--- config.mk ---
export PLATFORM = sky130hd
export DESIGN_NAME = slot_bridge_top
export DESIGN_NICKNAME = d
export VERILOG_FILES = /design/src/source/bridge_pkg.sv /design/src/source/slot_bridge_top.sv /design/src/source/read_data_mux.sv /design/src/source/config_regs.sv /design/src/source/memory_mapper.sv /design/src/source/slot_select.sv /design/src/source/bus_sequencer.sv
export SDC_FILE = /design/constraint.sdc
export NUM_CORES = 1
export LEC_CHECK = 0
export ABC_AREA = 1
export BUFFER_PORTS_ARGS = -buffer_cell sky130_fd_sc_hd__clkbuf_2
export CAP_MARGIN = 30
export CORE_ASPECT_RATIO = 0.75
export CORE_MARGIN = 1.5
export CORE_UTILIZATION = 49
export CTS_CLUSTER_DIAMETER = 200
export DETAILED_ROUTE_END_ITERATION = 8
export GPL_TIMING_DRIVEN = 0
export PLACE_DENSITY = 0.72
export SYNTH_ARGS = -nofsm -noshare
export SYNTH_HDL_FRONTEND = slang
export SYNTH_SLANG_ARGS = --single-unit
--- constraint.sdc ---
create_clock -name clk_108m -period 2.8 [get_ports clk_108m]
set_input_delay 0.56 -clock clk_108m [delete_from_list [all_inputs] [get_ports clk_108m]]
set_output_delay 0.56 -clock clk_108m [all_outputs]
set_load 0.005 [all_outputs]
--- src/source/bridge_pkg.sv ---
`default_nettype none

package bridge_pkg;

    // ----------------------------------------------------------------------
    // I/O port map
    // ----------------------------------------------------------------------
    localparam logic [7:0] PPI_A_PORT       = 8'hA8;
    localparam logic [7:0] CONFIG0_PORT     = 8'h40;
    localparam logic [7:0] CONFIG1_PORT     = 8'h41;
    // only bits 7..2 are compared, so FC..FF
    localparam logic [7:0] MAPPER_PORT_BASE = 8'hFC;

    localparam logic [7:0] CONFIG_UNLOCK    = 8'hB7;
    localparam logic [7:0] CONFIG1_RESET    = 8'h0B;

    // page 0 gets segment 3, page 3 gets segment 0
    localparam logic [3:0][7:0] MAPPER_RESET_PAGES = {8'd0, 8'd1, 8'd2, 8'd3};

    // clk_108m cycles
    localparam int unsigned T_ON       = 3;
    localparam int unsigned T_PREFETCH = 1;
    localparam int unsigned ISO_DELAY  = 3;

    // demux sequencer states
    localparam logic [1:0] DEMUX_IDLE   = 2'd0;
    localparam logic [1:0] DEMUX_LATCH  = 2'd1;
    localparam logic [1:0] DEMUX_FINISH = 2'd3;

    // strobe isolation states
    localparam logic [1:0] ISO_IDLE   = 2'd0;
    localparam logic [1:0] ISO_ACTIVE = 2'd1;
    localparam logic [1:0] ISO_WAIT   = 2'd2;

    typedef struct packed {
        logic [15:0] addr;
        logic [7:0]  dout;
        logic        mreq_n;
        logic        iorq_n;
        logic        rd_n;
        logic        wr_n;
        logic        m1_n;
        logic        rfsh_n;
    } cpu_bus_t;

    typedef struct packed {
        logic [1:0] msel;
        logic [7:0] mp;
        logic       mreq_n;
        logic       iorq_n;
        logic       rd_n;
        logic       wr_n;
    } ext_bus_t;

    typedef struct packed {
        logic [21:0] addr;
        logic        rd;
        logic        wr;
    } mem_req_t;

    typedef struct packed {
        logic [1:0] pri_slot;
        logic [3:0] pri_onehot;
        logic [3:0] exp_onehot;
        logic       ffff_hit;
    } slot_info_t;

    // config1 is read back raw, the mapper decodes the fields
    typedef union packed {
        logic [7:0] raw;
        struct packed {
            logic [1:0] megaram_slot;
            logic [1:0] mapper_slot;
            logic       scanlines;
            logic       ghost_scc;
            logic       megaram_en;
            logic       mapper_en;
        } fields;
    } config1_u;

endpackage

`default_nettype wire
--- src/source/slot_bridge_top.sv ---
`default_nettype none

module slot_bridge_top
    import bridge_pkg::*;
(
    input  wire        clk_108m,
    input  wire        bus_reset_n,
    input  cpu_bus_t   bus_in,
    input  wire        update_addr,
    input  wire  [7:0] ext_data,
    input  wire  [7:0] mem_rdata,
    output ext_bus_t   ext_bus,
    output mem_req_t   mem_req,
    output logic [7:0] cpu_din
);

    slot_info_t slot_info;
    config1_u   config1;
    logic [7:0] ppi_a;
    logic [7:0] exp_slot3;
    logic [7:0] config_rdata;
    logic       config_rd_hit;
    logic       mapper_hit;
    logic       mreq_disable;
    logic       iorq_disable;

    bus_sequencer u_sequencer (
        .clk_108m     (clk_108m),
        .bus_reset_n  (bus_reset_n),
        .bus_in       (bus_in),
        .update_addr  (update_addr),
        .mreq_disable (mreq_disable),
        .iorq_disable (iorq_disable),
        .ext_bus      (ext_bus)
    );

    slot_select u_slot (
        .clk_108m    (clk_108m),
        .bus_reset_n (bus_reset_n),
        .bus_in      (bus_in),
        .slot_info   (slot_info),
        .ppi_a       (ppi_a),
        .exp_slot3   (exp_slot3)
    );

    memory_mapper u_mapper (
        .clk_108m    (clk_108m),
        .bus_reset_n (bus_reset_n),
        .bus_in      (bus_in),
        .slot_info   (slot_info),
        .config1     (config1),
        .mem_req     (mem_req),
        .mapper_hit  (mapper_hit)
    );

    config_regs u_config (
        .clk_108m      (clk_108m),
        .bus_reset_n   (bus_reset_n),
        .bus_in        (bus_in),
        .config1       (config1),
        .config_rd_hit (config_rd_hit),
        .config_rdata  (config_rdata)
    );

    read_data_mux u_rdmux (
        .bus_in        (bus_in),
        .slot_info     (slot_info),
        .ppi_a         (ppi_a),
        .exp_slot3     (exp_slot3),
        .mapper_hit    (mapper_hit),
        .config_rd_hit (config_rd_hit),
        .config_rdata  (config_rdata),
        .mem_rdata     (mem_rdata),
        .ext_data      (ext_data),
        .cpu_din       (cpu_din),
        .mreq_disable  (mreq_disable),
        .iorq_disable  (iorq_disable)
    );

endmodule

`default_nettype wire

--- src/source/read_data_mux.sv ---
`default_nettype none

module read_data_mux
    import bridge_pkg::*;
(
    input  cpu_bus_t   bus_in,
    input  slot_info_t slot_info,
    input  wire  [7:0] ppi_a,
    input  wire  [7:0] exp_slot3,
    input  wire        mapper_hit,
    input  wire        config_rd_hit,
    input  wire  [7:0] config_rdata,
    input  wire  [7:0] mem_rdata,
    input  wire  [7:0] ext_data,
    output logic [7:0] cpu_din,
    output logic       mreq_disable,
    output logic       iorq_disable
);

    logic slot0_req;
    logic slot0_rd;
    logic ppi_a_rd;

    assign slot0_req = !bus_in.mreq_n && (!bus_in.rd_n || !bus_in.wr_n)
                       && slot_info.pri_onehot[0];
    assign slot0_rd  = slot0_req && !bus_in.rd_n;
    assign ppi_a_rd  = !bus_in.iorq_n && bus_in.m1_n && !bus_in.rd_n
                       && (bus_in.addr[7:0] == PPI_A_PORT);

    // first match wins
    always_comb begin
        if (mapper_hit && !bus_in.rd_n)
            cpu_din = mem_rdata;
        else if (slot0_rd && slot_info.ffff_hit)
            cpu_din = ~exp_slot3;
        else if (ppi_a_rd)
            cpu_din = ppi_a;
        else if (config_rd_hit)
            cpu_din = config_rdata;
        else if (slot0_rd)
            cpu_din = 8'hFF;
        else
            cpu_din = ext_data;
    end

    assign mreq_disable = slot0_req | mapper_hit;
    assign iorq_disable = ppi_a_rd;

endmodule

`default_nettype wire

--- src/source/config_regs.sv ---
`default_nettype none

module config_regs
    import bridge_pkg::*;
(
    input  wire        clk_108m,
    input  wire        bus_reset_n,
    input  cpu_bus_t   bus_in,
    output config1_u   config1,
    output logic       config_rd_hit,
    output logic [7:0] config_rdata
);

    logic [7:0] config0;
    logic       io_wr;
    logic       unlocked;

    assign io_wr    = !bus_in.iorq_n && bus_in.m1_n && !bus_in.wr_n;
    assign unlocked = (config0 == CONFIG_UNLOCK);

    // ----------------------------------------------------------------------
    // config0 holds the inverted unlock code, config1 the feature bits
    // ----------------------------------------------------------------------
    always_ff @(posedge clk_108m or negedge bus_reset_n) begin
        if (!bus_reset_n) begin
            config0     <= 8'h00;
            config1.raw <= CONFIG1_RESET;
        end else begin
            if (io_wr && bus_in.addr[7:0] == CONFIG0_PORT)
                config0 <= ~bus_in.dout;
            if (io_wr && unlocked && bus_in.addr[7:0] == CONFIG1_PORT)
                config1.raw <= bus_in.dout;
        end
    end

    // whole 40..4Fh block answers reads
    assign config_rd_hit = !bus_in.iorq_n && bus_in.m1_n && !bus_in.rd_n
                           && (bus_in.addr[7:4] == CONFIG0_PORT[7:4]);

    always_comb begin
        if (bus_in.addr[3:0] == CONFIG0_PORT[3:0])
            config_rdata = config0;
        else if (bus_in.addr[3:0] == CONFIG1_PORT[3:0])
            config_rdata = config1.raw;
        else
            config_rdata = 8'hFF;
    end

endmodule

`default_nettype wire

--- src/source/memory_mapper.sv ---
`default_nettype none

module memory_mapper
    import bridge_pkg::*;
(
    input  wire        clk_108m,
    input  wire        bus_reset_n,
    input  cpu_bus_t   bus_in,
    input  slot_info_t slot_info,
    input  config1_u   config1,
    output mem_req_t   mem_req,
    output logic       mapper_hit
);

    logic [3:0][7:0] pages;
    logic            page_wr;
    logic            slot_match;

    assign page_wr = !bus_in.iorq_n && bus_in.m1_n && !bus_in.wr_n
                     && (bus_in.addr[7:2] == MAPPER_PORT_BASE[7:2]);

    always_ff @(posedge clk_108m or negedge bus_reset_n) begin
        if (!bus_reset_n)
            pages <= MAPPER_RESET_PAGES;
        else if (page_wr)
            pages[bus_in.addr[1:0]] <= bus_in.dout;
    end

    // in slot 0 the mapper sits in subslot 3, clear of the FFFFh register
    assign slot_match = config1.fields.mapper_en
                        && (slot_info.pri_slot == config1.fields.mapper_slot)
                        && ((config1.fields.mapper_slot != 2'b00)
                            || (slot_info.exp_onehot[3] && !slot_info.ffff_hit));

    always_comb begin
        mem_req.addr = {pages[bus_in.addr[15:14]], bus_in.addr[13:0]};
        // no reads during refresh
        mem_req.rd   = slot_match && !bus_in.mreq_n && !bus_in.rd_n && bus_in.rfsh_n;
        mem_req.wr   = slot_match && !bus_in.mreq_n && !bus_in.wr_n;
    end

    assign mapper_hit = mem_req.rd | mem_req.wr;

    a_rd_wr_exclusive: assert property (@(posedge clk_108m) disable iff (!bus_reset_n)
        !(mem_req.rd && mem_req.wr));

endmodule

`default_nettype wire

--- src/source/slot_select.sv ---
`default_nettype none

module slot_select
    import bridge_pkg::*;
(
    input  wire        clk_108m,
    input  wire        bus_reset_n,
    input  cpu_bus_t   bus_in,
    output slot_info_t slot_info,
    output logic [7:0] ppi_a,
    output logic [7:0] exp_slot3
);

    logic [1:0] page;
    logic [1:0] exp_page_slot;
    logic       ffff_q;
    logic       ppi_a_wr;
    logic       exp_wr;

    assign page = bus_in.addr[15:14];

    assign ppi_a_wr = !bus_in.iorq_n && bus_in.m1_n && !bus_in.wr_n
                      && (bus_in.addr[7:0] == PPI_A_PORT);

    // FFFFh compare lags the address by one clock
    always_ff @(posedge clk_108m or negedge bus_reset_n) begin
        if (!bus_reset_n)
            ffff_q <= 1'b0;
        else
            ffff_q <= (bus_in.addr == 16'hFFFF);
    end

    assign exp_wr = !bus_in.mreq_n && !bus_in.wr_n && ffff_q
                    && slot_info.pri_onehot[0];

    always_ff @(posedge clk_108m or negedge bus_reset_n) begin
        if (!bus_reset_n) begin
            ppi_a     <= 8'h00;
            exp_slot3 <= 8'h00;
        end else begin
            if (ppi_a_wr)
                ppi_a <= bus_in.dout;
            if (exp_wr)
                exp_slot3 <= bus_in.dout;
        end
    end

    // two bits per page in both registers
    assign exp_page_slot = exp_slot3[page * 2 +: 2];

    always_comb begin
        slot_info.pri_slot   = ppi_a[page * 2 +: 2];
        slot_info.pri_onehot = 4'b0001 << slot_info.pri_slot;
        slot_info.exp_onehot = 4'b0001 << exp_page_slot;
        slot_info.ffff_hit   = ffff_q;
    end

endmodule

`default_nettype wire

--- src/source/bus_sequencer.sv ---
`default_nettype none

module bus_sequencer
    import bridge_pkg::*;
(
    input  wire      clk_108m,
    input  wire      bus_reset_n,
    input  cpu_bus_t bus_in,
    input  wire      update_addr,
    input  wire      mreq_disable,
    input  wire      iorq_disable,
    output ext_bus_t ext_bus
);

    logic [1:0] demux_state;
    logic [3:0] demux_cnt;
    logic [1:0] msel_q;
    logic       low_byte_q;

    logic [1:0] iso_state;
    logic [2:0] iso_cnt;
    logic       ext_rd_n_q;
    logic       ext_wr_n_q;
    logic       strobe_disable;

    // ----------------------------------------------------------------------
    // address demux: high byte, prefetch gap, low byte
    // ----------------------------------------------------------------------
    always_ff @(posedge clk_108m or negedge bus_reset_n) begin
        if (!bus_reset_n) begin
            demux_state <= DEMUX_IDLE;
            demux_cnt   <= 4'd0;
            msel_q      <= 2'b00;
            low_byte_q  <= 1'b0;
        end else begin
            case (demux_state)
                DEMUX_IDLE: begin
                    demux_cnt  <= 4'd0;
                    low_byte_q <= 1'b0;
                    msel_q     <= 2'b00;
                    if (update_addr) begin
                        // high select goes out with the high byte
                        msel_q      <= 2'b10;
                        demux_state <= DEMUX_LATCH;
                    end
                end
                DEMUX_LATCH: begin
                    demux_cnt <= demux_cnt + 4'd1;
                    if (demux_cnt == 4'(T_ON - 1))
                        msel_q <= 2'b00;
                    // mp switches halfway through the gap
                    if (demux_cnt == 4'(T_ON + T_PREFETCH - 1))
                        low_byte_q <= 1'b1;
                    if (demux_cnt == 4'(T_ON + 2 * T_PREFETCH - 1))
                        msel_q <= 2'b01;
                    if (demux_cnt == 4'(2 * T_ON + 2 * T_PREFETCH - 1)) begin
                        msel_q      <= 2'b00;
                        demux_state <= DEMUX_FINISH;
                    end
                end
                DEMUX_FINISH: begin
                    if (!update_addr)
                        demux_state <= DEMUX_IDLE;
                end
                default: demux_state <= DEMUX_IDLE;
            endcase
        end
    end

    // ----------------------------------------------------------------------
    // rd/wr isolation towards the slot bus
    // ----------------------------------------------------------------------
    always_ff @(posedge clk_108m or negedge bus_reset_n) begin
        if (!bus_reset_n) begin
            iso_state  <= ISO_IDLE;
            iso_cnt    <= 3'd0;
            ext_rd_n_q <= 1'b1;
            ext_wr_n_q <= 1'b1;
        end else begin
            case (iso_state)
                ISO_IDLE: begin
                    ext_rd_n_q <= 1'b1;
                    ext_wr_n_q <= 1'b1;
                    iso_cnt    <= 3'd1;
                    if (!bus_in.rd_n || !bus_in.wr_n)
                        iso_state <= ISO_ACTIVE;
                end
                ISO_ACTIVE: begin
                    iso_cnt <= iso_cnt + 3'd1;
                    if (iso_cnt == 3'(ISO_DELAY - 1)) begin
                        ext_rd_n_q <= bus_in.rd_n;
                        ext_wr_n_q <= bus_in.wr_n;
                        iso_state  <= ISO_WAIT;
                    end
                end
                ISO_WAIT: begin
                    if (bus_in.rd_n && bus_in.wr_n)
                        iso_state <= ISO_IDLE;
                end
                default: iso_state <= ISO_IDLE;
            endcase
        end
    end

    assign strobe_disable = mreq_disable | iorq_disable;

    // release follows the cpu strobe with no delay
    always_comb begin
        ext_bus.msel   = msel_q;
        ext_bus.mp     = low_byte_q ? bus_in.addr[7:0] : bus_in.addr[15:8];
        ext_bus.mreq_n = bus_in.mreq_n | mreq_disable;
        ext_bus.iorq_n = bus_in.iorq_n | iorq_disable;
        ext_bus.rd_n   = bus_in.rd_n | ext_rd_n_q | strobe_disable;
        ext_bus.wr_n   = bus_in.wr_n | ext_wr_n_q | strobe_disable;
    end

    // low select only after the full prefetch gap
    a_msel_gap: assert property (@(posedge clk_108m) disable iff (!bus_reset_n)
        $rose(ext_bus.msel[0]) |-> $past(ext_bus.msel, 2 * T_PREFETCH + 1) == 2'b10);

    // slot-bus rd_n only low after ISO_DELAY clocks of cpu rd_n
    a_rd_delayed: assert property (@(posedge clk_108m) disable iff (!bus_reset_n)
        !ext_bus.rd_n |-> $past(!bus_in.rd_n, ISO_DELAY));

endmodule

`default_nettype wire

After elaboration in Yosys (flattened, before gate mapping)
Index checks and enable logic that the tools add are counted.

word-level totals
  register bits after elaboration = 81
  bits in latches = 0
  ROM bits = 0
  output and inout port bits = 46
  bits in writable memories = 0
  input port bits = 49
  logic and storage cells = 142
  memories = 0

operators by class
  divide/modulo/power cells = 0
  eq/ne operators = 26
  multipliers = 0
  add/sub/neg operators = 2
  $lt $le $gt $ge = 3
  shift operators = 4
  reduce and logical (&&, ||, !) cells = 45
  multiplexer cells = 34
  bitwise logic cells = 11

operators with widths
  operator                                                                       number
  8-bit 2-to-1 mux                                                               10
  32-bit bitwise mux                                                             1
  1-bit logical AND                                                              27
  2-bit 2-to-1 mux                                                               10
  8-bit binary-select mux with 2-bit select                                      1
  8-bit demux with 2-bit select                                                  1
  16-bit == test (second input constant)                                         1
  8-bit by 7-bit == test with 1-bit output (second input constant)               2
  8-bit == test (second input constant)                                          2
  8-bit NOT                                                                      2
  8-bit by 4-bit variable part select with 2-bit output                          2
  4-bit by 3-bit == test with 1-bit output (second input constant)               3
  2-bit one-hot mux with 3 select lines                                          2
  2-bit by 1-bit inequality test with 1-bit output (second input constant)       5
  1-bit bitwise OR                                                               9
  4-bit by 2-bit == test with 1-bit output (second input constant)               2
  4-bit one-hot mux with 2 select lines                                          1
  6-bit == test (second input constant)                                          1
  2-bit by 3-bit less-than comparator with 1-bit output (second input constant)  2
  1-bit one-hot mux with 2 select lines                                          3
  3-bit one-hot mux with 2 select lines                                          1
  2-bit AND reduction                                                            3
  3-bit AND reduction                                                            2
  2-bit nonzero test                                                             3
  other kinds (18)                                                               29

Longest topological paths before layout
Gate-level depths: netlist of run 1.

  depth in word-level cells = 12
  mapped depth = 14
  gate-level depth less buffers = 13

Cells and area by module
A second synthesis of run 1 with hierarchy kept.

unflattened totals
  cell total of the unflattened synthesis = 722
  area total of the unflattened synthesis = 5322.6 sq um

modules (own cells, without submodules)
  module         sequential area each (sq um)  area each (sq um)  instances  cells each
  memory_mapper  805.8                         1856.8             1          242
  slot_select    425.4                         1049.8             1          131
  config_regs    404.1                         904.6              1          107
  bus_sequencer  402.9                         898.4              1          118
  read_data_mux  0.0                           613.1              1          124

Worst setup path after synthesis of run 1
Ideal clock, no wire load.

  path type = input -> output
  start point = input port bus_in[28] (netlist name)
  end point = output port cpu_din[1]
  path buffers = 3
  required time = 2.240 ns
  stages on the path = 11
  arrival time = 1.677 ns
  slack = 0.563 ns
  path through = buf_6 > buf_6 > nor2_4 > nor2_2 > nor2_4 > nand4_4 > buf_6 > or2_0 > nand2_1 > nand2_1 > nand2_1

between the ends
  cells in the longest elaborated chain, start to end = 11
  elaborated cells between the ends (all ways) = 23
  those cells by class = eq/ne: 1; shift: 4; mux: 5; bitwise: 1; reduce/logical: 12

RTL lines
  item                                                   RTL line                                  source
  from (decl)                                            slot_bridge_top.sv:8                      input cpu_bus_t bus_in,
  8-bit by 4-bit variable part select with 2-bit output  slot_select.sv:49                         assign exp_page_slot = exp_slot3[page * 2 +: 2];
  1-bit by 2-bit << shifter with 4-bit output            slot_select.sv:54                         slot_info.exp_onehot = 4'b0001 << exp_page_slot;
  1-bit logical AND                                      memory_mapper.sv:33                       || (slot_info.exp_onehot[3] && !slot_info.ffff_hit));
  1-bit logical OR                                       memory_mapper.sv:33
  1-bit logical AND                                      memory_mapper.sv:32                       && ((config1.fields.mapper_slot != 2'b00)
  1-bit logical AND                                      memory_mapper.sv:38, memory_mapper.sv:39
  1-bit logical AND (2 in a row)                         memory_mapper.sv:38                       mem_req.rd = slot_match && !bus_in.mreq_n && !bus_in.rd_n && bus_in.rfsh_n;
  1-bit bitwise OR                                       memory_mapper.sv:42                       assign mapper_hit = mem_req.rd | mem_req.wr;
  1-bit logical AND                                      read_data_mux.sv:32                       if (mapper_hit && !bus_in.rd_n)
  8-bit 2-to-1 mux *                                     read_data_mux.sv:32
  to (decl)                                              slot_bridge_top.sv:14                     output logic [7:0] cpu_din

Every way passes the cells marked *; elsewhere a longest branch is shown, timed or not.

Final worst setup path of run 1
  start point = input port bus_in[15] (netlist name)
  end point = output port cpu_din[1]

between the ends
  cells in the longest elaborated chain, start to end = 7
  elaborated cells between the ends (all ways) = 10
  those cells by class = eq/ne: 2; mux: 6; reduce/logical: 2

RTL lines
  item                                      RTL line             source
  4-bit by 1-bit == test with 1-bit output  config_regs.sv:43    else if (bus_in.addr[3:0] == CONFIG1_PORT[3:0])
  8-bit 2-to-1 mux                          config_regs.sv:43
  8-bit 2-to-1 mux                          config_regs.sv:41    if (bus_in.addr[3:0] == CONFIG0_PORT[3:0])
  8-bit 2-to-1 mux                          read_data_mux.sv:38  else if (config_rd_hit)
  8-bit 2-to-1 mux *                        read_data_mux.sv:36  else if (ppi_a_rd)
  8-bit 2-to-1 mux *                        read_data_mux.sv:34  else if (slot0_rd && slot_info.ffff_hit)
  8-bit 2-to-1 mux *                        read_data_mux.sv:32

Marked as above.

==> results of run 1 <==
metal layers:
layer  vias up  routed length (um)  share of wire [%]
met5         -                   0                  0
met4         0                 133                1.0
met3        13                1050                7.9
met2       176                5770                 43
met1      2168                6320                 48
li1       2242                   -                  -
Yosys cell counts (all sizes together), types with 2 or more instances:
cell type,number
inv,80
clkbuf,4
or2,8
dfrtp,72
nand3,26
buf,30
ha,5
mux2,2
nor2,40
dfstp,9
o211ai,8
o22ai,3
a21oi,11
o2111ai,8
o21ai,89
nor4,3
a22oi,9
nand4,10
nand2,192
nor3,8
power by group through the flow:
| stage | logic, mW | clock network, mW | registers (mW) |
|---|---|---|---|
| after floorplan | 0.477 | 0 | 1.39 |
| after global placement | 0.716 | 0 | 1.40 |
| after detailed placement | 0.745 | 0 | 1.41 |
| after CTS | 0.750 | 1.16 | 1.39 |
| after global routing | 0.852 | 1.21 | 1.41 |
| final | 0.754 | 1.14 | 1.39 |
per-stage QoR:
stage	util, %	power (mW)	instance area, um2	TNS [ns]	hold WS, ns
2_1_floorplan	-	1.86	4950	0	0.264
3_3_place_gp	57.3	2.12	5580	0	0.459
3_5_place_dp	57.6	2.15	5610	0	0.466
4_1_cts	60.6	3.30	5900	0	0.231
5_1_grt	61.1	3.46	5950	-0.0229	0.266
6_report	61.1	3.29	5950	0	0.216
registers in the layout, indices dropped and copies added, names as in the netlist:
name	cells
u_slot.ffff_q	1
u_config.config0	8
u_config.config1	8
u_slot.ppi_a	8
u_sequencer.iso_state	2
u_mapper.pages	32
u_sequencer.demux_cnt	4
u_sequencer.iso_cnt	3
u_sequencer.ext_rd_n_q	1
u_sequencer.demux_state	2
u_slot.exp_slot3	8
u_sequencer.msel_q	2
u_sequencer.ext_wr_n_q	1
u_sequencer.low_byte_q	1
repair_timing:
item                       4_1_cts  5_1_grt
setup endpoints to repair        0       11
gates resized for setup          0        6
buffers inserted                 0        3
cell type report:
class | instances | area, um2 | area share [%]
clock inverters | 6 | 50.0 | 0.841
well taps | 132 | 165 | 2.78
repair buffers | 96 | 526 | 8.83
flip-flops and latches | 81 | 2040 | 34.3
plain buffers | 34 | 265 | 4.46
clock buffers | 10 | 239 | 4.02
multi-input cells | 428 | 2360 | 39.7
inverters | 81 | 308 | 5.17
worst paths after layout:
path                                   startpoint  depth (start not counted)             endpoint  slack [ns]
worst max-delay path                   bus_in[15]                         12           cpu_din[1]        0.15
worst min-delay path                  bus_reset_n                          1    u_mapper.pages[2]        0.22
worst max register to register    u_slot.ppi_a[0]                          9  u_slot.exp_slot3[7]        1.11
worst min register to register  u_mapper.pages[9]                          2    u_mapper.pages[9]        0.47
max in group asynchronous             bus_reset_n                          2  u_config.config1[3]        1.90
min in group clk_108m                  bus_in[12]                          2  u_config.config0[6]        0.42
logic make-up (layout without fill, tap and decap cells):
family | Yosys count | in the layout | share of synthesized area [%]
simple gates | 289 | 289 | 28.9
flops | 81 | 81 | 41.2
fa+ha+maj | 5 | 5 | 1.26
mux | 2 | 2 | 0.455
xor+xnor | 1 | 1 | 0.177
buf+inv | 115 | 227 | 11.5
compound gates | 131 | 131 | 16.6
==> results.py, run 1 <==
metrics = {
    "outcome": {
        "status": "finished, final reports clean",
    },
    "setup_path": {
        "cp_max_fo": 7,
        "cp-end-kind": "primary output",
        "max_stage_delay_ns": 0.30,
        "arrival_ns": 2.09,
        "path_class": "input pin to primary output",
        "cp-start-kind": "input pin",
        "cp_top_family": "simple AND/OR/NAND/NOR gates",
        "critical_path_required_ns": 2.24,
        "crit_chain": "clkbuf_2 -> nor2_4 -> nand2_1 -> o22ai_1 -> nor2_1 -> nor2_1 -> nand2_1 -> nand2_1 -> nand2_1 -> nand2_1 -> nand2_1 -> clkbuf_2",
        "cpMostUsedCell": "nand2_1",
        "cp_num_buf_inv": 2,
        "crit_slowest_cell": "o22ai_1",
    },
    "sta": {
        "hold_viol": 0,
        "finClkSkew_ns": 0.0113,
        "setup_slack_ns": 0.149,
        "report.final.slew_viol_count": 0,
        "max_slew_margin_pct": 64.4,
        "finalCritPeriodShare_pct": 94.7,
        "period_minus_slack_ns": 2.65,
        "max_freq_mhz": 377,
        "worst_pin_slew_ns": 0.534,
        "setup_viol": 0,
    },
    "synthesis": {
        "yosys-top-cells-area": "dfrtp_1, nand2_1, inv_1",
        "ys_ff_latch": 81,
        "synth_fp_nets": 678,
        "synth_edf_count": 0,
        "yosys_warnings": 0,
        "synthCells": 624,
        "ys_async_sr_fraction_pct": 100,
        "synth_cell_types": 45,
        "synth_top_cell_area_share_pct": 36.4,
        "synth_flop_cell": "dfrtp_1",
        "synthesis.area_um2": 4950,
        "ys_seq_area_share_pct": 41.2,
        "synth_area_per_cell_um2": 7.93,
        "synth.largest_area_cell": "dfrtp_1",
    },
    "die": {
        "dieHeight_um": 90.1,
        "floorplan.initialDensity_pct": 50.9,
        "dieArea_um2": 10700,
        "row_count": 31,
        "die_width_um": 119,
        "io_pins": 95,
        "core_area_um2": 9740,
    },
    "power": {
        "vdd_drop_max_mv": 0.317,
        "internal_power_mw": 2.23,
        "clkPwrFrac_pct": 34.8,
        "pwr-share-seq_pct": 42.3,
        "comb_power_share_pct": 22.9,
        "p_per_area_nw_per_um2": 553,
        "p_leak_nw": 3.04,
        "switchingPower_mw": 1.06,
        "switching_share_pct": 32.2,
    },
    "grt": {
        "grtUsageMet2_pct": 38.3,
        "grtUsageMet1_pct": 37.7,
        "met3_usage_pct": 4.82,
        "groute.usage.overall_pct": 25.4,
        "antenna_found_initial": 0,
        "grt_overflow_total": 0,
        "grt_pass1_vias": 4205,
        "grt_pass1_wl_um": 21300,
        "grt_max_degree": 47,
        "busiest_layer": "met2",
    },
    "route": {
        "first_iter_violations": 299,
        "drt_pre_antenna_iters": 5,
        "wl_per_cell_um": 15.3,
        "drc": 0,
        "antenna_left": 0,
        "vias": 4599,
        "wirelength_um": 13300,
        "viasPerCell": 5.30,
    },
    "placed_design": {
        "port_buffers": 92,
        "place_congestion": 0.893,
        "dp.cells": 849,
        "pre_cts_ws_ns": 0.00823,
        "dp_hpwl_um": 10100,
    },
    "final_layout": {
        "fin_nets": 785,
        "stdcell_count": 868,
        "area_growth_pct": 20.2,
        "final_cell_mix": "nand2_1, clkbuf_2, inv_1, dfrtp_1, o21ai_1",
        "drive_gt1_share_pct": 30.0,
        "nFillCells": 887,
        "layout_commonest_cell": "nand2_1",
        "antenna_cells": 0,
    },
    "clock_tree": {
        "cts_tree": "built",
        "clkSinkCount": 81,
        "clock_latency_ns": 0.35,
        "numCtsBuffers": 9,
        "cts.clk_slew.worst_paths_ns": 0.06,
        "clock_path_buffers": 2,
        "ctsHtreeMaxLevel": 3,
        "cts_root_buf": "clkbuf_16",
        "hold_buffers": 0,
    },
    "worst_hold_path": {
        "hp-class": "input pin to asynchronous set/reset pin",
    },
    "run": {
        "maxCapViolCount": 0,
    },
}
Power figures use the tool's default switching activity.
==> run 2, diff against run 1 <==
- BUFFER_PORTS_ARGS: -buffer_cell sky130_fd_sc_hd__clkbuf_2 -> default
- DONT_BUFFER_PORTS: default -> 1
- PLACE_DENSITY: 0.72 -> default
- clock period: 2.8 -> 2.5 ns (I/O delays scaled with it)
==> results.py, run 2 (synthesis gave the netlist of run 1 again) <==
metrics = {
    "setup_path": {
        "reg2reg_depth": 11,
        "arrival_ns": 1.91,
        "regToRegEndpoint": "u_slot.exp_slot3[7]",
        "cp-end-kind": "primary output",
        "rrSetupSlack_ns": 0.87,
        "cp-start-kind": "input pin",
        "critical_path_required_ns": 2.00,
        "cp_max_fo": 7,
        "r2r-start": "u_slot.ppi_a[3]",
        "path_class": "input pin to primary output",
    },
    "final_layout": {
        "area_growth_pct": 12.6,
        "max_flop_register": "u_mapper.pages",
        "largest_reg_flops": 32,
        "nFillCells": 955,
        "final_cell_mix": "nand2_1, inv_1, dfrtp_1, o21ai_1, o21ai_0",
        "antenna_cells": 0,
        "design_area_um2": 5580,
        "drive_gt1_share_pct": 21.1,
        "layout_commonest_cell": "nand2_1",
        "final_util_pct": 57.3,
        "fin_nets": 698,
    },
    "power": {
        "pwr-share-seq_pct": 41.9,
        "switching_share_pct": 29.7,
        "internal_power_mw": 2.62,
        "p_per_area_nw_per_um2": 669,
        "switchingPower_mw": 1.11,
        "vdd_drop_max_mv": 0.424,
        "comb_power_share_pct": 19.0,
        "p_leak_nw": 2.70,
        "clkPwrFrac_pct": 39.2,
    },
    "placed_design": {
        "place_congestion": 0.893,
        "place_area_um2": 5120,
        "port_buffers": 0,
        "dp_hpwl_um": 9610,
    },
    "die": {
        "die_width_um": 119,
        "io_pins": 95,
        "core_area_um2": 9740,
        "row_count": 31,
        "dieHeight_um": 90.1,
        "dieArea_um2": 10700,
        "floorplan.initialDensity_pct": 50.9,
    },
    "sta": {
        "worst_pin_slew_ns": 0.628,
        "setup_tns_ns": 0,
        "finalCritPeriodShare_pct": 96.5,
        "rsz0062_at_grt": "yes",
        "finClkSkew_ns": 0.00544,
        "period_minus_slack_ns": 2.41,
        "report.final.slew_viol_count": 0,
        "setup_viol": 0,
        "max_freq_mhz": 415,
        "hold_viol": 0,
        "max_slew_margin_pct": 58.0,
    },
    "outcome": {
        "status": "finished, final reports clean",
    },
    "route": {
        "wirelength_um": 13100,
        "first_iter_violations": 314,
        "viasPerCell": 5.38,
        "drc": 0,
        "drt_pre_antenna_iters": 5,
        "antenna_left": 0,
        "vias": 4199,
        "wl_per_cell_um": 16.7,
    },
    "grt": {
        "grt_overflow_total": 0,
        "grt_max_degree": 73,
        "groute.usage.overall_pct": 25.4,
        "grt_pass1_wl_um": 21500,
        "grt_pass1_vias": 4133,
        "antenna_found_initial": 0,
    },
    "clock_tree": {
        "cts_tree": "built",
        "clkSinkCount": 81,
        "numCtsBuffers": 9,
        "ctsHtreeMaxLevel": 3,
        "cts.clk_slew.worst_paths_ns": 0.07,
        "clock_path_buffers": 2,
        "clock_latency_ns": 0.33,
        "cts_root_buf": "clkbuf_16",
    },
    "run": {
        "maxCapViolCount": 0,
    },
    "worst_hold_path": {
        "hp-class": "input pin to asynchronous set/reset pin",
    },
}
## run 2: cell count changes in the layout (fill, tap and decap cells not counted), sizes merged
cell | before | now
clkbuf | 106 | 14
buf | 34 | 37
bufinv | 0 | 2
clkinv | 2 | 1
clkinvlp | 2 | 1
dlygate4sd3 | 0 | 1
nor2 | 40 | 41
## run 2: metal layers
layer / vias up / share of wire (%) / track usage, %
met5: - / 0 / 0
met4: 0 / 0.63 / 5.02
met3: 8 / 6.5 / 4.76
met2: 149 / 42 / 37.7
met1: 1966 / 51 / 38.9
li1: 2076 / - / -
## run 2: worst max path at each step
stage,from,end,depth (start not counted)
2_1_floorplan,bus_in[28],cpu_din[1],11
3_3_place_gp,bus_in[29],cpu_din[6],10
3_5_place_dp,bus_in[29],cpu_din[6],10
4_1_cts,u_slot.ppi_a[6],cpu_din[1],11
5_1_grt,u_slot.ppi_a[3],cpu_din[1],11
6_report,bus_in[16],cpu_din[1],10
## run 2: cell type report
cell class	count	area [um2]	area share, %
inverter	81	304	5.45
clock buffer	10	239	4.29
buffer	34	270	4.85
sequential	81	2040	36.5
tap	132	165	2.96
timing repair buffer	8	80.1	1.44
clock inverter	6	96.3	1.73
multi-input combinational	429	2380	42.7
## run 2: power by group through the flow
stage / clock network [mW] / logic, mW / registers [mW]
global route: 1.55 / 0.820 / 1.58
global placement: 0 / 0.643 / 1.57
CTS: 1.49 / 0.700 / 1.56
finish: 1.46 / 0.707 / 1.56
floorplan: 0 / 0.535 / 1.55
detailed placement: 0 / 0.667 / 1.58
## run 2: what timing repair did
item                                   CTS  global route
endpoints found under the hold margin   72             9
hold buffers                             1             1
setup endpoints to repair                1             8
setup buffers                            0             5
cloned                                   0             2
resized for setup                        1            13
pin swaps                                0             5
## run 2: critical path, cell delays in order
cell and delay (ns):
nor2_2 0.29, nand2_2 0.21, o22ai_1 0.39, nor2_1 0.08
nor2_1 0.11, nand2_1 0.07, nand2_1 0.06, nand2_1 0.07
nand2_1 0.07, nand2_1 0.06
## run 2: stage by stage
stage	std cells	total power [mW]	hold slack, ns	setup slack, ns
4_1_cts	773	3.75	0.000652	0.0518
6_report	781	3.73	0.0318	0.0887
3_3_place_gp	756	2.22	0.207	0.0490
5_1_grt	781	3.95	0.0684	-0.0404
2_1_floorplan	624	2.09	0.204	0.383
3_5_place_dp	756	2.25	0.206	0.0244
